**src/credit_fifo.sv**
```systemverilog
// credit-based queue for any payload type
// returns an input credit per pop, counts output credits
`default_nettype none

module credit_fifo #(
  parameter type         payload_t    = logic,
  parameter int unsigned depth        = 4,
  parameter int unsigned init_credits = 1
) (
  input  logic     clk,
  input  logic     reset,
  input  logic     in_valid,    // sender spent a credit
  input  payload_t in_data,
  output logic     in_credit,   // one credit back per pop
  output logic     out_valid,
  output payload_t out_data,
  input  logic     out_credit   // receiver freed a slot
);

  localparam int unsigned pw = (depth > 1) ? $clog2(depth) : 1;
  localparam int unsigned cw = $clog2(depth + 1);
  localparam int unsigned kw = $clog2(init_credits + 1);

  payload_t      buffer [depth];
  logic [pw-1:0] wr_ptr;
  logic [pw-1:0] rd_ptr;
  logic [cw-1:0] count;    // entries held
  logic [kw-1:0] credits;  // receiver slots we may fill
  logic          pop;

  // pop whenever something waits and the far side has room
  assign pop       = (count != '0) && (credits != '0);
  assign out_valid = pop;
  assign out_data  = buffer[rd_ptr];
  assign in_credit = pop;

  //////////////////////////////////////////////////////////////////////
  // storage and pointers
  //////////////////////////////////////////////////////////////////////

  always_ff @(posedge clk) begin
    if (in_valid) begin
      buffer[wr_ptr] <= in_data;
    end
  end

  always_ff @(posedge clk) begin
    if (reset) begin
      wr_ptr  <= '0;
      rd_ptr  <= '0;
      count   <= '0;
      credits <= kw'(init_credits);
    end else begin
      if (in_valid) begin
        wr_ptr <= (wr_ptr == pw'(depth - 1)) ? '0 : wr_ptr + 1'b1;
      end
      if (pop) begin
        rd_ptr <= (rd_ptr == pw'(depth - 1)) ? '0 : rd_ptr + 1'b1;
      end
      count   <= count + cw'(in_valid) - cw'(pop);
      credits <= credits + kw'(out_credit) - kw'(pop);  // both may hit at once
    end
  end

endmodule : credit_fifo

`default_nettype wire

```
**config.mk**
```make
export PLATFORM = sky130hd
export DESIGN_NAME = credit_fifo
export DESIGN_NICKNAME = d
export VERILOG_FILES = /design/src/credit_fifo.sv
export SDC_FILE = /design/constraint.sdc
export NUM_CORES = 1
export LEC_CHECK = 0
export ABC_AREA = 1
export BUFFER_PORTS_ARGS = -buffer_cell sky130_fd_sc_hd__buf_4
export CORE_MARGIN = 2
export CORE_UTILIZATION = 48
export CTS_CLUSTER_SIZE = 40
export DETAILED_ROUTE_END_ITERATION = 16
export GPL_TIMING_DRIVEN = 1
export PLACE_DENSITY = 0.75
export SLEW_MARGIN = 5
export SYNTH_ARGS = -nofsm -noshare
export SYNTH_HDL_FRONTEND = slang
export SYNTH_SLANG_ARGS = --single-unit
```
**constraint.sdc**
```tcl
create_clock -name clk -period 1.8 [get_ports clk]
set_clock_uncertainty 0.05 [all_clocks]
set_input_delay 0.18 -clock clk [delete_from_list [all_inputs] [get_ports clk]]
set_output_delay 0.18 -clock clk [all_outputs]
set_load 0.005 [all_outputs]
```
=== Word-level counts from Yosys, hierarchy flattened ===
Memory sizes are Yosys's and may differ from the RTL's. A register that Yosys moved wholly into a read port is not among the register bits.
Cells that the tools add are included.
Widths: inputs -> output; s select.

* Register bits after elaboration: 8
* RAM bits: 4
* Output and inout port bits: 3
* Logic and storage cells: 21
* Memories: 1

{| class="wikitable"
|+ Memories
! memory !! depth !! width !! rd ports !! clocked after Yosys merged registers in !! write ports !! RTL line !! text
|-
| buffer || 4 || 1 || 1 || 1 || 1 || 24 || <nowiki>payload_t buffer [depth];</nowiki>
|}

* Add/sub/neg operators: 6
* Eq/ne operators: 2
* Mux-type cells: 6
* Reductions and logical operators: 2

{| class="wikitable"
|+ Operators by type and width
! cell !! count
|-
| $mux 2 || 4
|-
| $add 2x1->2 const B || 2
|-
| $eq 2x2->1 const B || 2
|-
| $add 3x1->3 || 1
|-
| $reduce_bool 3->1 || 1
|-
| $sub 3x1->3 || 1
|-
| $mux 1 || 2
|-
| $add 1x1->1 || 1
|-
| $logic_and 1x1->1 || 1
|-
| $sub 1x1->1 || 1
|}

=== Depth between registers and ports, before layout ===
* Depth after elaboration: 4
* Depth in mapped cells: 9
* Mapped depth without buffers: 9

=== Least setup slack after synthesis ===
No wires, ideal clock.

* Path type: register to register
* From: reg count[1]
* To: reg count[2]
* Setup time: 0.115 ns
* Arrival time: 1.624 ns
* Path slack: 0.011 ns
* Cell stages (with the launch flop): 9
* Period minus slack after synthesis: 1.789 ns
* Cells stage by stage: dfxtp_1 -> nor2_2 -> a21boi_1 -> ha_1 -> inv_1 -> ha_1 -> fa_1 -> a21oi_1 -> nor2_1

* Cells in the longest elaborated chain, start to end: 3
* Elaborated cells between the ends (all ways): 4
* Classes of those cells: add/sub (2); reduce/logical (2)

{| class="wikitable"
|+ RTL lines
! item !! RTL line !! text
|-
| start: declaration || 27 || <nowiki>logic [cw-1:0] count;</nowiki>
|-
| start signal: assignment || 60 || <nowiki>count <= count + cw'(in_valid) - cw'(pop);</nowiki>
|-
| $reduce_bool 3->1 || 32 || <nowiki>assign pop = (count != '0) && (credits != '0);</nowiki>
|-
| $logic_and 1x1->1 || 32 ||
|-
| net in_credit || 14 || <nowiki>output logic in_credit,</nowiki>
|-
| $sub 3x1->3 || 60 ||
|}

The timed path passes the listed nets, and every way through them passes these cells.
A chain may end at the register's enable or synchronous reset.

=== Final worst setup path ===
* From: reg count[2]
* To: reg count[1]

* Cells in the longest elaborated chain, start to end: 3

{| class="wikitable"
|+ RTL lines
! item !! RTL line
|-
| $reduce_bool 3->1 || 32
|-
| $logic_and 1x1->1 || 32
|-
| $sub 3x1->3 || 60
|}

Every way passes these cells.

==> flow_metrics.env <==
export IMPL_layout_common_cells="inv_1, nand2_1, buf_4"
export IMPL_power_density_nw_per_um2=1542
export IMPL_syn_nets=95
export IMPL_worst_setup_path_type="reg2reg"
export IMPL_clk_latency_ns=0.28
export IMPL_layout_drive_gt1_share=0.2632
export IMPL_cts_sinks=14
export IMPL_gp_congestion=0.7222
export IMPL_synthSimpleGateAreaFrac=0.1848
export IMPL_power_leakage_nw=0.4204
export IMPL_max_slew_worst_pin_slew_ns=0.1753
export IMPL_grt_overflow_total=0
export IMPL_grt_pass1_wl_mm=1.904
export IMPL_maxCapViolCount=0
export IMPL_diodes=0
export IMPL_antenna_found_initial=0
export IMPL_yosys_warnings=0
export IMPL_final_antenna_net_count=0
export IMPL_dp_hpwl_um=861.9
export IMPL_period_share=0.9809
export IMPL_io_buffers=7
export IMPL_layout_nets=109
export IMPL_postCtsHoldBufs=0
export IMPL_crit_path_end_kind="flip-flop"
export IMPL_via_count=503
export IMPL_cts_buffer_depth=2
export IMPL_setup_viol=0
export IMPL_r2r_cells=8
export IMPL_synth_yosys_seq_area_share=0.4638
export IMPL_synth_xor_area_frac=0.01268
export IMPL_synth_mux_area_frac=0
export IMPL_htreeDepth=1
export IMPL_p_total_mw=1.281
export IMPL_core_sq_um=1318
export IMPL_syn_cell_area_sq_um=690.7
export IMPL_rows=13
export IMPL_drc=0
export IMPL_ctsResizeCount=0
export IMPL_arrival_ns=1.94
export IMPL_drt_iter0_markers=10
export IMPL_slew_viol_final=0
export IMPL_cts_buffers=3
export IMPL_rsz0062_at_grt="true"
export IMPL_cts_clk_slew_worst_paths_ns=0.08
export IMPL_ys_ff_latch=14
export IMPL_syn_to_final_growth_pct=20.29
export IMPL_min_period_ns=1.766
export IMPL_grt_pass1_vias=468
export IMPL_final_common_cell="inv_1"
export IMPL_synthAdderAreaFrac=0.1558
export IMPL_netlist_area_leader_share=0.2899
export IMPL_start_util=0.5242
export IMPL_syn_inst=82
export IMPL_synth_compound_area_frac=0.06159
export IMPL_utilization=0.6306
export IMPL_yosys_area_top_type="dfxtp_1"
export IMPL_die_area_sq_um=1758
export IMPL_ys_types=20
export IMPL_synth_top_family_by_area="simple AND/OR/NAND/NOR gates"
export IMPL_hold_depth=2
export IMPL_ir_drop_v=0.0008446
export IMPL_hold_viol=0
export IMPL_die_width_um=41.93
export IMPL_crit_path_max_fanout=3
export IMPL_design_area_sq_um=830.8
export IMPL_seq_area_sq_um=321.6
export IMPL_cts_root_buf="clkbuf_4"
export IMPL_firstDrtPassIters=4
export IMPL_place_ws_ns=0.02508
export IMPL_nFillCells=119
export IMPL_ys_top_cells_by_area="dfxtp_1, edfxtp_1, ha_1"
export IMPL_wl_mm=1.072
export IMPL_status="completed"
export IMPL_setup_slack_ns=0.03443
export IMPL_avgViaCountPerCell=4.573
export IMPL_max_slew_margin=0.8829
export IMPL_max_freq_ghz=0.5664
export IMPL_io_pins=8
export IMPL_grt_max_degree=9
export IMPL_worstHoldPathType="in2reg"
export IMPL_crit_required_ns=1.97
export IMPL_die_y_um=41.93
export IMPL_place_area_sq_um=779.5
export IMPL_grt_usage=0.1488
export IMPL_multi_input_area_sq_um=300.3
export IMPL_cts_tree="done"
export IMPL_postSynthAreaPerCell_sq_um=8.423
export IMPL_setup_worst_path_start_class="flip-flop"
export IMPL_cts_setup_buffers=0
export IMPL_wl_per_cell_um=9.745
## Yosys cell counts, drive strengths merged
library cell,instances
ha,7
a21oi,4
o21ai,3
edfxtp,4
nand3,5
dfxtp,10
inv,19
xnor2,1
nand2,12
fa,1
a21boi,1
nor2,11
buf,2
nand4,1
nor3,1
## routing by layer
metal / wire length [um] / global-route usage / vias to the layer above
met2: 580 / 0.2594 / 6
met3: 46 / 0.07826 / 0
li1: - / - / 275
met5: 0 / 0 / -
met4: 0 / 0.03871 / 0
met1: 445 / 0.1553 / 222
## worst paths after layout
check | endpoint | slack (ns) | from
max reg2reg | count[1] | 0.03 | count[2]
min reg2reg | rd_ptr[1] | 0.49 | rd_ptr[1]
max | count[1] | 0.03 | count[2]
min | count[0] | 0.03 | reset
## area by class of cell
type | count | area share
Multi-Input combinational cell | 47 | 0.3614
Tap cell | 15 | 0.02259
Timing Repair Buffer | 11 | 0.09940
Inverter | 19 | 0.08584
Clock buffer | 4 | 0.04367
Sequential cell | 14 | 0.3870
## through the flow
step	hold slack (ns)	TNS, ns	cells
2_1_floorplan	0.2012	0	82
3_3_place_gp	0.3305	0	106
3_5_place_dp	0.3320	0	106
4_1_cts	0.02674	0	110
5_1_grt	0.02591	-0.03563	110
6_report	0.03311	0	110
## critical path, cell delays in order (launching register included)
cell	delay (ns)
dfxtp_2	0.35
nor2_4	0.12
a21boi_2	0.08
ha_1	0.28
inv_1	0.04
ha_2	0.16
fa_2	0.53
inv_2	0.03
nor2_1	0.07
## report_power, final
group / internal, mW / leakage (nW) / switching (mW)
clock network: 0.123 / 0.0210 / 0.102
registers: 0.408 / 0.120 / 0.0575
logic: 0.293 / 0.279 / 0.298
total: 0.824 / 0.420 / 0.457
## cell families after synthesis
kind of cell / Yosys count
AOI/OAI and AO/OA: 8
buffers and inverters: 21
and+or+nand+nor: 30
xor gates and xnor gates: 1
adders and majority gates: 8
DFF: 14
Note: power is estimated with default switching activity, not from simulation.
