<file path="config.mk">
export PLATFORM = sky130hd
export DESIGN_NAME = lsu_result
export DESIGN_NICKNAME = d
export VERILOG_FILES = /design/src/riscv_lsu_pkg.sv /design/src/mem_bus_pkg.sv /design/src/lsu_result.sv
export VERILOG_INCLUDE_DIRS = /design/src
export SDC_FILE = /design/constraint.sdc
export NUM_CORES = 1
export LEC_CHECK = 0
export ABC_CLOCK_PERIOD_IN_PS = 2300
export BUFFER_PORTS_ARGS = -buffer_cell sky130_fd_sc_hd__buf_2
export CAP_MARGIN = 20
export CORE_MARGIN = 5
export CORE_UTILIZATION = 50
export CTS_BUF_LIST = sky130_fd_sc_hd__clkbuf_2
export CTS_CLUSTER_SIZE = 20
export DETAILED_ROUTE_END_ITERATION = 8
export MAX_ROUTING_LAYER = met4
export PLACE_DENSITY = 0.83
export SKIP_LAST_GASP = 1
export SYNTH_ARGS = -nofsm -noshare
export SYNTH_HDL_FRONTEND = slang
export SYNTH_SLANG_ARGS = --single-unit
</file>
<file path="constraint.sdc">
create_clock -name clk -period 2.3 [get_ports clk]
set_clock_uncertainty 0.2 [all_clocks]
set_input_delay 0.46 -clock clk [delete_from_list [all_inputs] [get_ports clk]]
set_output_delay 0.46 -clock clk [all_outputs]
set_load 0.02 [all_outputs]
</file>
<file path="src/lsu_settings.svh">
// width, memory size and credit depth macros for the load/store unit
`ifndef LSU_SETTINGS_SVH
`define LSU_SETTINGS_SVH

// data path
`define LSU_DW          32
`define LSU_MEM_BYTES   4096
`define LSU_AW          ($clog2(`LSU_MEM_BYTES))  // byte address bits

// queue sizes and credits
`define LSU_CMD_DEPTH   4  // sender starts with this many credits
`define LSU_RES_DEPTH   4  // result queue entries
`define LSU_RES_CREDITS 2  // consumer buffer size

// the command queue feeds a one-entry decode stage
`define LSU_DEC_CREDITS 1

`endif
</file>
<file path="src/riscv_lsu_pkg.sv">
// instruction-side types of the load/store unit
// funct3 access widths, command and result structs
`default_nettype none
`include "lsu_settings.svh"

package riscv_lsu_pkg;

  // funct3 of loads, stores use lsu_b, lsu_h and lsu_w
  typedef enum logic [2:0] {
    lsu_b  = 3'b000,  // lb / sb
    lsu_h  = 3'b001,  // lh / sh
    lsu_w  = 3'b010,  // lw / sw
    lsu_bu = 3'b100,  // lbu
    lsu_hu = 3'b101   // lhu
  } lsu_width_t;

  typedef logic [3:0] lsu_tag_t;  // destination register tag

  // command from the core
  typedef struct packed {
    logic               store;  // 1 store, 0 load
    lsu_width_t         width;
    logic [`LSU_AW-1:0] adr;    // byte address
    logic [`LSU_DW-1:0] wdt;    // store data, low aligned
    lsu_tag_t           tag;
  } lsu_cmd_t;

  // load result back to the core
  typedef struct packed {
    lsu_tag_t           tag;
    logic [`LSU_DW-1:0] rdt;    // extended load data
  } lsu_res_t;

endpackage : riscv_lsu_pkg

`default_nettype wire

</file>
<file path="src/mem_bus_pkg.sv">
// memory-bus types
// request struct and side info for loads in flight
`default_nettype none
`include "lsu_settings.svh"

package mem_bus_pkg;

  localparam int unsigned mem_sw = `LSU_DW/8;        // byte lanes
  localparam int unsigned mem_ow = $clog2(mem_sw);   // byte offset bits
  localparam int unsigned mem_aw = `LSU_AW - mem_ow; // word address bits

  typedef struct packed {
    logic                     wen;
    logic [mem_sw-1:0]        sel;  // byte select
    logic [mem_aw-1:0]        adr;  // word address
    logic [mem_sw-1:0][8-1:0] wdt;  // data already on its lanes
  } mem_req_t;

  // travels beside a load until the data returns
  typedef struct packed {
    riscv_lsu_pkg::lsu_tag_t   tag;
    riscv_lsu_pkg::lsu_width_t width;
    logic [mem_ow-1:0]         off;  // byte offset in word
  } mem_ld_t;

endpackage : mem_bus_pkg

`default_nettype wire

</file>
<file path="src/lsu_result.sv">
// result stage of the load/store unit
// aligns load bytes, extends by funct3, pushes the result
`default_nettype none
`include "lsu_settings.svh"

module lsu_result (
  input  logic                    clk,
  input  logic                    reset,
  input  logic                    ld_valid,
  input  mem_bus_pkg::mem_ld_t    mem_ld,
  input  logic [`LSU_DW-1:0]      rdt,
  output logic                    push,
  output riscv_lsu_pkg::lsu_res_t res
);

  import riscv_lsu_pkg::*;
  import mem_bus_pkg::*;

  logic               ld_q_valid;  // data arrives this cycle
  mem_ld_t            ld_q;
  logic [`LSU_DW-1:0] shifted;
  logic [`LSU_DW-1:0] ext;

  // line the load info up with rdt
  always_ff @(posedge clk) begin
    if (reset) begin
      ld_q_valid <= 1'b0;
    end else begin
      ld_q_valid <= ld_valid;
    end
  end

  always_ff @(posedge clk) begin
    if (ld_valid) begin
      ld_q <= mem_ld;
    end
  end

  assign shifted = rdt >> {ld_q.off, 3'b000};  // addressed byte to bit 0

  always_comb begin
    case (ld_q.width)
      lsu_b:   ext = {{(`LSU_DW-8){shifted[7]}}, shifted[7:0]};
      lsu_bu:  ext = {{(`LSU_DW-8){1'b0}}, shifted[7:0]};
      lsu_h:   ext = {{(`LSU_DW-16){shifted[15]}}, shifted[15:0]};
      lsu_hu:  ext = {{(`LSU_DW-16){1'b0}}, shifted[15:0]};
      default: ext = shifted;  // lw
    endcase
  end

  always_ff @(posedge clk) begin
    if (reset) begin
      push <= 1'b0;
    end else begin
      push <= ld_q_valid;
    end
  end

  always_ff @(posedge clk) begin
    if (ld_q_valid) begin
      res.tag <= ld_q.tag;
      res.rdt <= ext;
    end
  end

endmodule : lsu_result

`default_nettype wire

</file>
======== After elaboration in Yosys (flattened, before gate mapping) ========
Index checks and enable logic that the tools add are counted.
word-level totals
  word-level logic and storage cells ...... 13
  register bits ........................... 47
cells by class
  shift-type cells ........................ 1
  mux-type cells .......................... 1
  equal/unequal tests ..................... 3
  reductions and logical operators ........ 1
operator list
  kind                                                             count
  32-bit one-hot mux with 4 select lines                           1
  32-bit by 5-bit right shift with 32-bit output                   1
  3-bit == test, second input constant                             2
  3-bit by 1-bit == test with 1-bit output, second input constant  1
  3-bit zero test                                                  1

======== Longest topological paths before layout ========
  word-level depth ........................ 2
  depth in mapped cells ................... 5
  depth with buffers taken out ............ 3

======== Least setup slack after synthesis ========
Ideal clock, no wire load.
  path kind ............................... flip-flop to flip-flop
  start point ............................. register ld_q[1] in the netlist's numbering
  end point ............................... register res[17] in the netlist's numbering (data pin)
  path buffers ............................ 2
  period minus slack after synthesis ...... 1.857 ns
  cell stages (with the launch flop) ...... 6
  library setup time ...................... 0.272 ns
  slack ................................... 0.443 ns
  arrival ................................. 1.385 ns
  cell sequence ........................... edfxtp_1 buf_6 mux4_2 nor2_4 buf_6 o32ai_1
on the way
  cells in the longest elaborated chain, start to end .. 2
ends and longest elaborated chain
  what                                            RTL line          RTL
  from (decl)                                     lsu_result.sv:20  mem_ld_t ld_q;
  from (signal assigned)                          lsu_result.sv:35  ld_q <= mem_ld;
  32-bit by 5-bit right shift with 32-bit output  lsu_result.sv:39  assign shifted = rdt >> {ld_q.off, 3'b000};
  32-bit one-hot mux with 4 select lines          lsu_result.sv:42  case (ld_q.width)
  net ext[17]                                     lsu_result.sv:22  logic [`LSU_DW-1:0] ext;
  to (decl)                                       lsu_result.sv:13  output riscv_lsu_pkg::lsu_res_t res
The timed path passes the listed nets, and every way through them passes these cells.
A chain may end at the register's enable or synchronous reset.

======== Worst setup path in the final report ========
  start point ............................. register ld_q[0] in the netlist's numbering
  end point ............................... register res[10] in the netlist's numbering (data pin)
The elaborated chain is that of the path after synthesis.

==> metrics.txt <==
PnR worst setup slack between 200 and 250 ps; TNS Setup 0 ps; Inst Count DP between 200 and 300; Max VDD drop between 0.5 and 0.6 mV; Worst Setup End Kind flip-flop; post-placement setup slack approximately 210 ps; routability-driven placement congestion ratio between 0.7 and 0.8; First-pass DRT Iterations 5; Mapped Avg Cell Area 14.0 um2; hold path cells 3; Int Power 1230 uW; Clock power frac 0.194; Cell variety after synth 27; ANT cells 0; # fillers a little over 300; H-tree depth 2; WL/cell roughly 17 um; area leader, netlist edfxtp_1; final-report hold violation count 0; total grt overflow 0; nets@finish 284; share of cells above drive strength 1 0.398; Switching Fraction 0.282; RSZ-0062 raised after global routing no; Worst Reg2Reg Path Length in Cells 4; most common cell in the synthesized netlist edfxtp_1; Die X-Extent ~75 um; Site Rows 23; f_max 0.480 GHz; die height 75.4 um; sequential area share after synthesis 0.650; Final min period between 2000 and 2500 ps; Final Max Slew Viols 0; Finish-stage setup viols 0; CTS Buf Count 5; Yosys warning count 0; Vias between 1500 and 2000; post-synthesis cell count about 150; Max Cap Violations 0; Root Driver clkbuf_2; status completed; post-synthesis async set-or-reset flop share 0; clock buffer depth 2; sequential power share 0.601; multi-input combinational cell area 674 um2; ys flop type edfxtp_1; CP required 2380 ps; DRC violations left 0; all-layer global routing usage 0.180; most instantiated cells after synthesis edfxtp_1, mux2i_1, a21oi_1; Routed WL approximately 5 mm; first-pass GRT wire length 7.43 mm; Initial DRC Count 138; Comb power frac 0.206; Storage cell area roughly 1400 um2; Fin Hold WS roughly 150 ps; Worst Max-Slew Pin Slew 534 ps; Area contributors post-synth edfxtp_1, mux2i_1, o32ai_1; Area Growth Syn to Fin 26.4%; Post-synth EDFFs 45; largest net degree at the start of global routing 34; vias in the first global route 1541; Initial Util 0.524; critical path arrival 2160 ps; worst hold path class primary input to flip-flop; Synth Register Bits between 40 and 50; PD cells ~640 nW/um2; Core Region between 4000 and 5000 um2; post-route insts no fill 291; IO Port Bufs 80; top-area cell type share of the netlist area 0.632; post-route ant nets 0; Pleak between 0.001 and 0.0015 uW; fin crit share 0.905; initial antenna violation count 0; Skew-Pair Late Insertion Delay roughly 400 ps; Slew HR 0.644; I/O pins 81; Core Util, Final 0.662; TritonCTS clock tree built; synthesized area 2140 um2; CTS Sinks 47; NetSw 485 uW; CP max FO 29; drt via density approximately 5.5; die footprint between 5000 and 6000 um2; Post-Synthesis Net Count roughly 200; CP startpoint kind flip-flop; register clock-pin slew on the reported worst setup and hold paths between 200 and 250 ps; Worst Setup Path Type flip-flop to flip-flop; DP HPWL about 3.5 mm
[final timing paths]
path	start	end	slack, ps
hold / removal	rdt[25]	res[25]	150
setup reg to reg	ld_q[0]	res[10]	220
hold reg to reg	ld_q[8]	res[35]	250
setup / recovery	ld_q[0]	res[10]	220
[layout make-up]
| type | count | share of cell area |
|---|---|---|
| Sequential cell | 47 | 0.514 |
| Multi-Input combinational cell | 91 | 0.249 |
| Timing Repair Buffer | 94 | 0.196 |
| Tap cell | 50 | 0.0231 |
| Clock buffer | 6 | 0.0111 |
| Clock inverter | 2 | 0.00463 |
| Inverter | 1 | 0.00139 |
[metrics by stage]
step / total power (uW) / area [um2]
floorplan: 1270 / 2140
global placement: 1380 / 2560
detailed placement: 1390 / 2560
CTS: 1720 / 2680
global route: 1800 / 2710
finish: 1720 / 2710
[state kept, by name, indices dropped and copies added (netlist names)]
register,count
ld_q,9
ld_q_valid,1
push,1
res,36
[layer usage]
metal / vias to the layer above / track usage / part of all wire
met2: 63 / 0.314 / 0.51
met5: - / - / 0
met3: 5 / 0.0462 / 0.084
met4: 0 / 0.0233 / 0.0054
met1: 739 / 0.218 / 0.40
li1: 779 / - / -
[critical path, stage by stage (launching register included)]
cell and delay [ps]:
edfxtp_1 540, buf_4 370, nor2b_1 490, a2bb2oi_1 140
a21oi_1 210
[kinds of logic after synthesis]
logic type / share of synthesized area
simple gates: 0.0684
flops: 0.650
mux: 0.0854
compound gates: 0.161
buf+inv: 0.0345
[cell usage in the layout (no fill, tap or decap), drive strengths merged]
cell type,n
buf,84
edfxtp,45
mux2i,16
a21oi,14
nor2b,10
dlygate4sd3,10
o32ai,8
nand2,8
o31ai,8
a2bb2oi,7
a211oi,7
clkbuf,6
or2,2
o21ai,2
dfxtp,2
nor2,2
clkinv,2
mux4,1
nand3b,1
o211a,1
nand2b,1
inv,1
nand3,1
nor3b,1
o21a,1
[power groups by stage]
| stage | Clock, uW | Sequential (uW) | Combinational (uW) |
|---|---|---|---|
| finish | 333 | 1030 | 353 |
| global route | 380 | 1040 | 383 |
| CTS | 342 | 1030 | 348 |
| detailed placement | 0 | 1050 | 338 |
| global placement | 0 | 1050 | 332 |
| floorplan | 0 | 1110 | 169 |
[what timing repair did]
| action | 4_1_cts | 5_1_grt |
|---|---|---|
| buffers inserted | 0 | 0 |
| hold buffers | 7 | 3 |
| gates resized for setup | 0 | 0 |
| endpoints found under the hold margin | 7 | 3 |
Power figures use the tool's default switching activity.
