<file path="src/lsu_settings.svh">
// width, memory size and credit depth macros for the load/store unit
`ifndef LSU_SETTINGS_SVH
`define LSU_SETTINGS_SVH

// data path
`define LSU_DW          32
`define LSU_MEM_BYTES   4096
`define LSU_AW          ($clog2(`LSU_MEM_BYTES))  // byte address bits

// queue sizes and credits
`define LSU_CMD_DEPTH   4  // sender starts with this many credits
`define LSU_RES_DEPTH   4  // result queue entries
`define LSU_RES_CREDITS 2  // consumer buffer size

// the command queue feeds a one-entry decode stage
`define LSU_DEC_CREDITS 1

`endif
</file>
<file path="src/riscv_lsu_pkg.sv">
// instruction-side types of the load/store unit
// funct3 access widths, command and result structs
`default_nettype none
`include "lsu_settings.svh"

package riscv_lsu_pkg;

  // funct3 of loads, stores use lsu_b, lsu_h and lsu_w
  typedef enum logic [2:0] {
    lsu_b  = 3'b000,  // lb / sb
    lsu_h  = 3'b001,  // lh / sh
    lsu_w  = 3'b010,  // lw / sw
    lsu_bu = 3'b100,  // lbu
    lsu_hu = 3'b101   // lhu
  } lsu_width_t;

  typedef logic [3:0] lsu_tag_t;  // destination register tag

  // command from the core
  typedef struct packed {
    logic               store;  // 1 store, 0 load
    lsu_width_t         width;
    logic [`LSU_AW-1:0] adr;    // byte address
    logic [`LSU_DW-1:0] wdt;    // store data, low aligned
    lsu_tag_t           tag;
  } lsu_cmd_t;

  // load result back to the core
  typedef struct packed {
    lsu_tag_t           tag;
    logic [`LSU_DW-1:0] rdt;    // extended load data
  } lsu_res_t;

endpackage : riscv_lsu_pkg

`default_nettype wire

</file>
<file path="src/mem_bus_pkg.sv">
// memory-bus types
// request struct and side info for loads in flight
`default_nettype none
`include "lsu_settings.svh"

package mem_bus_pkg;

  localparam int unsigned mem_sw = `LSU_DW/8;        // byte lanes
  localparam int unsigned mem_ow = $clog2(mem_sw);   // byte offset bits
  localparam int unsigned mem_aw = `LSU_AW - mem_ow; // word address bits

  typedef struct packed {
    logic                     wen;
    logic [mem_sw-1:0]        sel;  // byte select
    logic [mem_aw-1:0]        adr;  // word address
    logic [mem_sw-1:0][8-1:0] wdt;  // data already on its lanes
  } mem_req_t;

  // travels beside a load until the data returns
  typedef struct packed {
    riscv_lsu_pkg::lsu_tag_t   tag;
    riscv_lsu_pkg::lsu_width_t width;
    logic [mem_ow-1:0]         off;  // byte offset in word
  } mem_ld_t;

endpackage : mem_bus_pkg

`default_nettype wire

</file>
<file path="src/lsu_decode.sv">
// decode stage of the load/store unit
// holds one command, forms byte select and lane data, issues to memory
`default_nettype none
`include "lsu_settings.svh"

module lsu_decode (
  input  logic                    clk,
  input  logic                    reset,
  input  logic                    cmd_valid,
  input  riscv_lsu_pkg::lsu_cmd_t cmd,
  output logic                    cmd_grant,     // stage free again
  input  logic                    space_credit,  // result queue popped
  output logic                    req,
  output mem_bus_pkg::mem_req_t   mem_req,
  output logic                    ld_valid,
  output mem_bus_pkg::mem_ld_t    mem_ld
);

  import riscv_lsu_pkg::*;
  import mem_bus_pkg::*;

  localparam int unsigned spw = $clog2(`LSU_RES_DEPTH + 1);

  logic              held;      // stage occupied
  lsu_cmd_t          cmd_q;
  logic [spw-1:0]    space;     // free result slots
  logic              issue;
  logic              issue_ld;
  logic [mem_ow-1:0] off;
  logic [mem_sw-1:0] sel;

  assign off       = cmd_q.adr[mem_ow-1:0];
  // stores need no result space
  assign issue     = held && (cmd_q.store || (space != '0));
  assign issue_ld  = issue && !cmd_q.store;
  assign cmd_grant = issue;

  always_comb begin
    case (cmd_q.width)
      lsu_b, lsu_bu: sel = mem_sw'(1) << off;
      lsu_h, lsu_hu: sel = mem_sw'(3) << off;
      default:       sel = '1;
    endcase
  end

  //////////////////////////////////////////////////////////////////////
  // hold register and space count
  //////////////////////////////////////////////////////////////////////

  always_ff @(posedge clk) begin
    if (reset) begin
      held  <= 1'b0;
      space <= spw'(`LSU_RES_DEPTH);
    end else begin
      if (cmd_valid) begin
        held <= 1'b1;
      end else if (issue) begin
        held <= 1'b0;
      end
      space <= space + spw'(space_credit) - spw'(issue_ld);
    end
  end

  always_ff @(posedge clk) begin
    if (cmd_valid) begin
      cmd_q <= cmd;
    end
  end

  //////////////////////////////////////////////////////////////////////
  // issue register
  //////////////////////////////////////////////////////////////////////

  always_ff @(posedge clk) begin
    if (reset) begin
      req      <= 1'b0;
      ld_valid <= 1'b0;
    end else begin
      req      <= issue;
      ld_valid <= issue_ld;
    end
  end

  always_ff @(posedge clk) begin
    if (issue) begin
      mem_req.wen  <= cmd_q.store;
      mem_req.sel  <= sel;
      mem_req.adr  <= cmd_q.adr[mem_ow +: mem_aw];
      mem_req.wdt  <= cmd_q.wdt << {off, 3'b000};  // move onto its lanes
      mem_ld.tag   <= cmd_q.tag;
      mem_ld.width <= cmd_q.width;
      mem_ld.off   <= off;
    end
  end

endmodule : lsu_decode

`default_nettype wire

</file>
<file path="config.mk">
export PLATFORM = sky130hd
export DESIGN_NAME = lsu_decode
export DESIGN_NICKNAME = d
export VERILOG_FILES = /design/src/riscv_lsu_pkg.sv /design/src/mem_bus_pkg.sv /design/src/lsu_decode.sv
export VERILOG_INCLUDE_DIRS = /design/src
export SDC_FILE = /design/constraint.sdc
export NUM_CORES = 1
export LEC_CHECK = 0
export BUFFER_PORTS_ARGS = -buffer_cell sky130_fd_sc_hd__buf_2
export CORE_MARGIN = 3
export CORE_UTILIZATION = 40
export CTS_BUF_LIST = sky130_fd_sc_hd__clkbuf_8
export DETAILED_ROUTE_END_ITERATION = 8
export GPL_TIMING_DRIVEN = 0
export HOLD_SLACK_MARGIN = 0.08
export SETUP_SLACK_MARGIN = 0.3
export SYNTH_ARGS = -nofsm -noshare
export SYNTH_HDL_FRONTEND = slang
export SYNTH_SLANG_ARGS = --single-unit
</file>
<file path="constraint.sdc">
create_clock -name clk -period 5.5 [get_ports clk]
set_clock_uncertainty 0.15 [all_clocks]
set_input_delay 0 -clock clk [delete_from_list [all_inputs] [get_ports clk]]
set_output_delay 0 -clock clk [all_outputs]
set_load 0.03 [all_outputs]
</file>
======== Yosys cells after proc, flatten, opt, wreduce, memory -nomap -nowiden ========
Cells that the tools add are included.
word-level totals
  output and inout bits ................... 59
  bits in registers ....................... 114
operators by class
  reduce and logical (&&, ||, !) cells .... 9
  equality and inequality tests ........... 3
  add/subtract/negate cells ............... 2
  multiplexer cells ....................... 3
  shift-type cells ........................ 3
operators by type and width
  operator                                          count
  << shifter 32 x 5 -> 32 bit                       1
  one-hot mux 4 bit (2 select lines)                1
  == test 3 bit (second input constant)             2
  OR reduction 2 bit                                2
  << shifter 1 x 2 -> 4 bit (first input constant)  1
  << shifter 2 x 2 -> 4 bit (first input constant)  1
  adder 3 x 1 -> 3 bit                              1
  == test 3 x 1 -> 1 bit (second input constant)    1
  zero test 3 bit                                   1
  nonzero test 3 bit                                1
  subtractor 3 x 1 -> 3 bit                         1
  logical AND 1 bit                                 2
  2-to-1 mux 1 bit                                  2
  nonzero test 2 bit                                1
  zero test 1 bit                                   1
  logical OR 1 bit                                  1

======== Logic depth before layout (Yosys ltp) ========
Gate-level depths: netlist of run 1.
  word-level depth ........................ 5
  depth in mapped cells ................... 9
  gate-level depth less buffers ........... 9

======== Worst setup path before layout of run 1 ========
No wires, ideal clock.
  kind .................................... register to register
  start point ............................. register space[1]
  end point ............................... register mem_ld[0] (netlist bit) (enable)
  clock period less this slack ............ 2358 ps
  arrival time ............................ 1789 ps
  stages on the path, launching flop included .. 3
  setup slack ............................. 3142 ps
  data required time ...................... 4931 ps
  library setup time ...................... 419 ps
  buffers on the path ..................... 0
  path through ............................ dfxtp_1 > o41ai_1 > inv_1
between the ends
  longest elaborated chain between the ends .. 3
ends and longest elaborated chain
  what                    RTL line          RTL
  from (decl)             lsu_decode.sv:26  logic [spw-1:0] space;
  from (signal assigned)  lsu_decode.sv:53  space <= spw'(`LSU_RES_DEPTH);
  from (signal assigned)  lsu_decode.sv:60  space <= space + spw'(space_credit) - spw'(issue_ld);
  nonzero test 3 bit      lsu_decode.sv:34  assign issue = held && (cmd_q.store || (space != '0));
  logical OR 1 bit        lsu_decode.sv:34
  logical AND 1 bit       lsu_decode.sv:34
  via cmd_grant           lsu_decode.sv:11  output logic cmd_grant,
  to (decl)               lsu_decode.sv:16  output mem_bus_pkg::mem_ld_t mem_ld
The timed path passes the listed nets, and every way through them passes these cells.
A chain may end at the register's enable or synchronous reset.

======== Worst setup path in the final report of run 1 ========
  start point ............................. register space[0]
  end point ............................... register space[1]
between the ends
  longest elaborated chain between the ends .. 5
  elaborated cells on any way between the ends .. 6
  classes of those cells .................. 2 x add/sub; 4 x reduce/logical
ends and longest elaborated chain
  what                       RTL line          RTL
  nonzero test 3 bit         lsu_decode.sv:34
  logical OR 1 bit           lsu_decode.sv:34
  logical AND 1 bit          lsu_decode.sv:34
  logical AND 1 bit          lsu_decode.sv:35  assign issue_ld = issue && !cmd_q.store;
  via issue_ld               lsu_decode.sv:28  logic issue_ld;
  subtractor 3 x 1 -> 3 bit  lsu_decode.sv:60
The timed path passes the listed nets, and every way through them passes these cells.

==> impl_metrics.ini, run 1 <==
[floorplan]
num_rows = 36
ios = 115
core-area_um2 = 9860
die_x_um = 107
die_h_um = 107
die-area_um2 = 11500
initial_core_util_pct = 41.7

[cts]
cts_tree = done
clk_latency_ns = 0.41
cts_buffer_depth = 2
cts_resized = 0
htreeDepth = 4
numCtsBuffers = 17
cts_setup_buffers = 0
cts_hold_buf = 55
clockRootBuffer = clkbuf_8
cts.clk_slew.worst_paths_ns = 0.07
cts.sinks = 114

[sta]
tightest_slew_ns = 1.17
finalHoldViolations = 0
max_freq_ghz = 0.394
timing.final.crit_share_pct = 46.2
fin_crit_ns = 2.54
slew_violations = 0
finalWorstSetupSlack_ns = 2.96
setup_violations = 0
rsz0062_at_grt = false
max-slew-margin-rel_pct = 21.7
tns_ns = 0

[synth]
synth_compound_area_share_pct = 2.34
synth_most_common_cell = edfxtp_1
synth_xor_area_share_pct = 0.548
netlist_instances = 207
synth_fp_nets = 266
netlist_area_um2 = 4110
synth_largest_area_cell = edfxtp_1
synth_top_family_by_area = multiplexers
ys_top_cells_by_area = edfxtp_1, mux2i_1, dfxtp_1, o2bb2ai_1, and2_1
yosysSeqAreaShare_pct = 81.9
async_flop_share_pct = 0
synth_adder_area_share_pct = 1.10
syn_area_per_cell_um2 = 19.8
muxShareOfSynthArea_pct = 7.80
synth-edff-count = 108
ys_ff_latch = 114
ys_warn_count = 0
ys_dominant_reg_cell = edfxtp_1
yosysTopAreaCellShare_pct = 78.9
synthTopCellsByCount = edfxtp_1, mux2i_1, nor2_1
synth_simple_gate_area_share_pct = 4.32
post_synth_num_cell_types = 27

[place]
port_buffers = 114
placedCellCount = 455
place_ws_ns = 3.42
place_congestion = 0.760
dp_hpwl_um = 5140

[worst_setup_path]
worstSetupPathType = register to register
path_max_fanout = 4
crit_path_end_kind = register
cp-start-kind = register
crit_arrival_ns = 2.69
cp.required_ns = 5.65

[grt]
gr-usage-all-layers_pct = 14.9
grt_busiest_layer = met2
met1_usage_pct = 16.8
grt_overflow = 0
grt_util_met3_pct = 4.98
grt_use_met2_pct = 26.2
antenna_found_initial = 0
grt_pass1_vias = 2490
grt_max_degree = 54
grt_pass1_wl_um = 12700

[layout]
finalNonFillerCells = 542
nFillCells = 763
syn_to_final_growth_pct = 41.2
drive_above_1_share_pct = 37.2
diodes = 0
nNetsFinal = 455

[route]
vias_per_cell = 4.43
wl_per_cell_um = 14.8
ant_nets = 0
drc = 0
via_count = 2399
drt_pass1_iterations = 4
drt_iter0_markers = 68
routed_wl_um = 8030

[power]
peakVddDrop_v = 0.000172
power_mw = 2.11
p_per_area_nw_per_um2 = 364
p_leak_nw = 2.37

[flow_run]
maxCapViolCount = 0

[status]
status = completed

[hold_path]
hold_class = input pin to register
==> flip-flops by register name (all words and copies together), names as in the netlist <==
name,flops
cmd_q,52
held,1
ld_valid,1
mem_ld,9
mem_req,47
req,1
space,3
==> power by group <==
| part | leakage (nW) | internal, mW | switching, mW |
|---|---|---|---|
| clock | 0.202 | 0.435 | 0.314 |
| combinational | 1.08 | 0.118 | 0.167 |
| sequential | 1.09 | 1.04 | 0.0306 |
| total | 2.37 | 1.60 | 0.512 |
==> cell usage in the layout, fill, tap and decap left out, types with 5 or more instances in the layout <==
cell,instances
buf_2,117
edfxtp_1,108
dlygate4sd3_1,55
mux2i_1,32
clkbuf_8,17
nor2_1,13
and2_1,8
o2bb2ai_1,7
clkinv_2,6
dfxtp_1,6
inv_1,5
==> kinds of logic after synthesis <==
| family | after synthesis |
|---|---|
| adder cells (fa/ha/maj) | 3 |
| multiplexers | 32 |
| AO/OA/AOI/OAI | 12 |
| AND/OR/NAND/NOR | 34 |
| buffers and inverters | 11 |
| XOR/XNOR | 1 |
| flip-flops | 114 |
==> critical path, stage by stage, from the launching register on <==
cell and delay [ns]:
dfxtp_1 0.35, nor3_1 0.28, nor2_1 0.10, ha_1 0.27, inv_1 0.05, ha_1 0.13, inv_1 0.05, fa_1 0.47
nor2_1 0.04, dlygate4sd3_1 0.54
==> metal layers <==
metal / share of wire, % / vias to the layer above / wire length (um)
met4: 1.7 / 0 / 137
met3: 5.1 / 11 / 408
met1: 40 / 1149 / 3190
met5: 0 / - / 0
li1: - / 1176 / -
met2: 54 / 63 / 4290
==> metrics by stage <==
step / utilization, % / area [um^2] / hold slack (ns)
floorplan: - / 4110 / -0.0833
global placement: 49.1 / 4850 / 0.0273
detailed placement: 49.3 / 4870 / 0.0281
CTS: 58.8 / 5800 / 0.117
global route: 58.8 / 5800 / 0.122
finish: 58.8 / 5800 / 0.144
==> path summary, 6_finish.rpt <==
check                               from         to  slack [ns]  depth (start not counted)
worst min-delay path             cmd[46]  cmd_q[46]        0.14                          2
worst max register to register  space[0]   space[1]        2.96                          9
worst min register to register  cmd_q[1]  mem_ld[6]        0.27                          0
worst max-delay path            space[0]   space[1]        2.96                          9
==> layout make-up <==
type                            instances  area, um^2  area share, %
Inverter                                4        15.0          0.259
Multi-Input combinational cell         82         662           11.4
Clock buffer                           17         234           4.03
Buffer                                  7        68.8           1.19
Sequential cell                       114        3360           58.0
Tap cell                              133         166           2.87
Clock inverter                         15         150           2.59
Timing Repair Buffer                  170        1140           19.7
No activity file was read; power rests on OpenSTA's default activity.
==> run 2, diff against run 1 <==
ABC_AREA = 1   (was default)
clock period = 2.6 ns   (was 5.5 ns; I/O delays follow)
==> run 2 against run 1 <==
Critical path depth fell by 5. Register-to-register slack got worse by 2.6 ns. Utilization fell by 0.23 points. Routed wire length rose by 17%. Highest routed layer unchanged.
==> impl_metrics.ini, run 2 <==
[route]
drt_pass1_iterations = 5
ant_nets = 0
drt_iter0_markers = 119
drc = 0
wl_per_cell_um = 15.1
vias_per_cell = 4.41
routed_wl_um = 9350
via_count = 2727

[worst_setup_path]
cp.required_ns = 2.43
path_max_fanout = 28
crit_path_end_kind = register
worstSetupPathType = register to register
crit_arrival_ns = 2.05
cp-start-kind = register

[sta]
timing.final.crit_share_pct = 85.2
fin_crit_ns = 2.22
max-slew-margin-rel_pct = 19.4
tns_ns = 0
setup_violations = 0
tightest_slew_ns = 1.21
rsz0062_at_grt = true
max_freq_ghz = 0.451
slew_violations = 0
finalHoldViolations = 0

[layout]
fin_area_um2 = 6100
final_cell_mix = buf_2, edfxtp_1, dlygate4sd3_1
drive_above_1_share_pct = 40.4
syn_to_final_growth_pct = 40.8
nNetsFinal = 529
top_regs = cmd_q x52, mem_req x47, mem_ld x9
top_register = cmd_q
diodes = 0
largest_register_ffs = 52
layout_commonest_cell = buf_2
nFillCells = 851

[synth]
post_synth_num_cell_types = 24
synthTopCellsByCount = edfxtp_1, nand2_1, inv_1
netlist_area_um2 = 4330
async_flop_share_pct = 0
netlist_instances = 280
synth-edff-count = 108
yosysTopAreaCellShare_pct = 74.9
yosysSeqAreaShare_pct = 77.6
ys_warn_count = 0
synth_largest_area_cell = edfxtp_1
syn_area_per_cell_um2 = 15.5
ys_top_cells_by_area = edfxtp_1, nand2_1, o21ai_2, dfxtp_1, inv_1
synth_fp_nets = 339
synth_most_common_cell = edfxtp_1
ys_dominant_reg_cell = edfxtp_1
ys_ff_latch = 114

[cts]
clockRootBuffer = clkbuf_8
cts.clk_slew.worst_paths_ns = 0.07
htreeDepth = 4
cts_tree = done
clk_latency_ns = 0.43
numCtsBuffers = 17
cts.sinks = 114
cts_buffer_depth = 2

[grt]
antenna_found_initial = 0
grt_overflow = 0
grt_max_degree = 54
gr-usage-all-layers_pct = 16.1
grt_pass1_wl_um = 13800
grt_pass1_vias = 2704

[power]
peakVddDrop_v = 0.000396
p_leak_nw = 2.52
p_per_area_nw_per_um2 = 780

[place]
dpl_cell_area_um2 = 5080
dp_hpwl_um = 5530
port_buffers = 114
place_congestion = 0.748

[hold_path]
hold_class = input pin to register

[floorplan]
die_x_um = 110
core-area_um2 = 10400
initial_core_util_pct = 41.6
num_rows = 37
ios = 115
die_h_um = 110
die-area_um2 = 12100

[status]
status = completed

[flow_run]
maxCapViolCount = 0
-- run 2: cell count changes after synthesis, moves of 7 or more --
cell | before | now
mux2i_1 | 32 | 0
nand2_1 | 1 | 52
o2bb2ai_1 | 7 | 0
o211ai_2 | 0 | 8
o21ai_2 | 0 | 17
inv_1 | 4 | 28
nand2_2 | 0 | 7
o21ai_1 | 0 | 8
-- run 2: where the power goes --
part / switching (mW) / total, mW / leakage [nW] / internal, mW
clock network: 0.728 / 1.89 / 0.218 / 1.16
registers: 0.0560 / 2.25 / 1.09 / 2.19
logic: 0.391 / 0.622 / 1.21 / 0.231
-- run 2: layout make-up --
class | instances | area [um^2] | share of cell area [%]
Buffer | 8 | 95.1 | 1.56
Clock buffer | 18 | 248 | 4.06
Clock inverter | 14 | 214 | 3.51
Inverter | 30 | 116 | 1.91
Multi-Input combinational cell | 128 | 761 | 12.5
Sequential cell | 114 | 3360 | 55.1
Tap cell | 136 | 170 | 2.79
Timing Repair Buffer | 169 | 1120 | 18.3
Timing Repair inverter | 2 | 15.0 | 0.246
-- run 2: cells by family after synthesis --
| group | Yosys count | synth area share, % |
|---|---|---|
| adder cells (fa/ha/maj) | 3 | 1.04 |
| AND/OR/NAND/NOR | 90 | 9.62 |
| flip-flops | 114 | 77.6 |
| buffers and inverters | 38 | 4.79 |
| AO/OA/AOI/OAI | 35 | 6.90 |
-- run 2: what timing repair did --
item                                    4_1_cts  5_1_grt
pin swaps                                     0        0
endpoints found under the setup margin       57       29
gates resized for setup                       1        1
buffers inserted                              0        1
hold buffers                                 54        0
cloned                                        1        1
hold endpoints to repair                     58        0
-- run 2: final timing paths --
path | slack, ns | startpoint | endpoint | cells after the start
setup / recovery | 0.38 | cmd_q[51] | mem_ld[1] | 4
hold / removal | 0.13 | cmd[24] | cmd_q[24] | 2
setup reg to reg | 0.38 | cmd_q[51] | mem_ld[1] | 4
hold reg to reg | 0.27 | cmd_q[46] | mem_req[40] | 0
-- run 2: per-layer routing --
metal  track usage [%]  share of wire, %  routed length (um)  vias to the layer above
li1                  -                 -                   -                     1368
met2              26.4                52                4830                       76
met5                 0                 0                   0                        -
met1              19.4                42                3910                     1276
met4              7.39               1.1                 105                        0
met3              5.18               5.4                 501                        7
-- run 2: metrics by stage --
step	std cells	utilization (%)	worst slack [ns]	power (mW)	hold slack [ns]
after floorplan	280	-	0.424	2.65	-0.0833
after global placement	530	48.7	0.0985	2.83	0.0264
after detailed placement	530	48.7	0.0550	2.85	0.0281
after CTS	617	58.4	0.0165	4.81	0.0905
after global routing	619	58.6	0.190	4.95	0.102
final	619	58.6	0.385	4.76	0.127
-- run 2: critical path, cell delays in order, from the launching register on --
cell	delay [ns]
edfxtp_1	0.41
nor2_1	0.15
nand2_1	0.09
nand2_1	0.31
clkinvlp_4	0.65
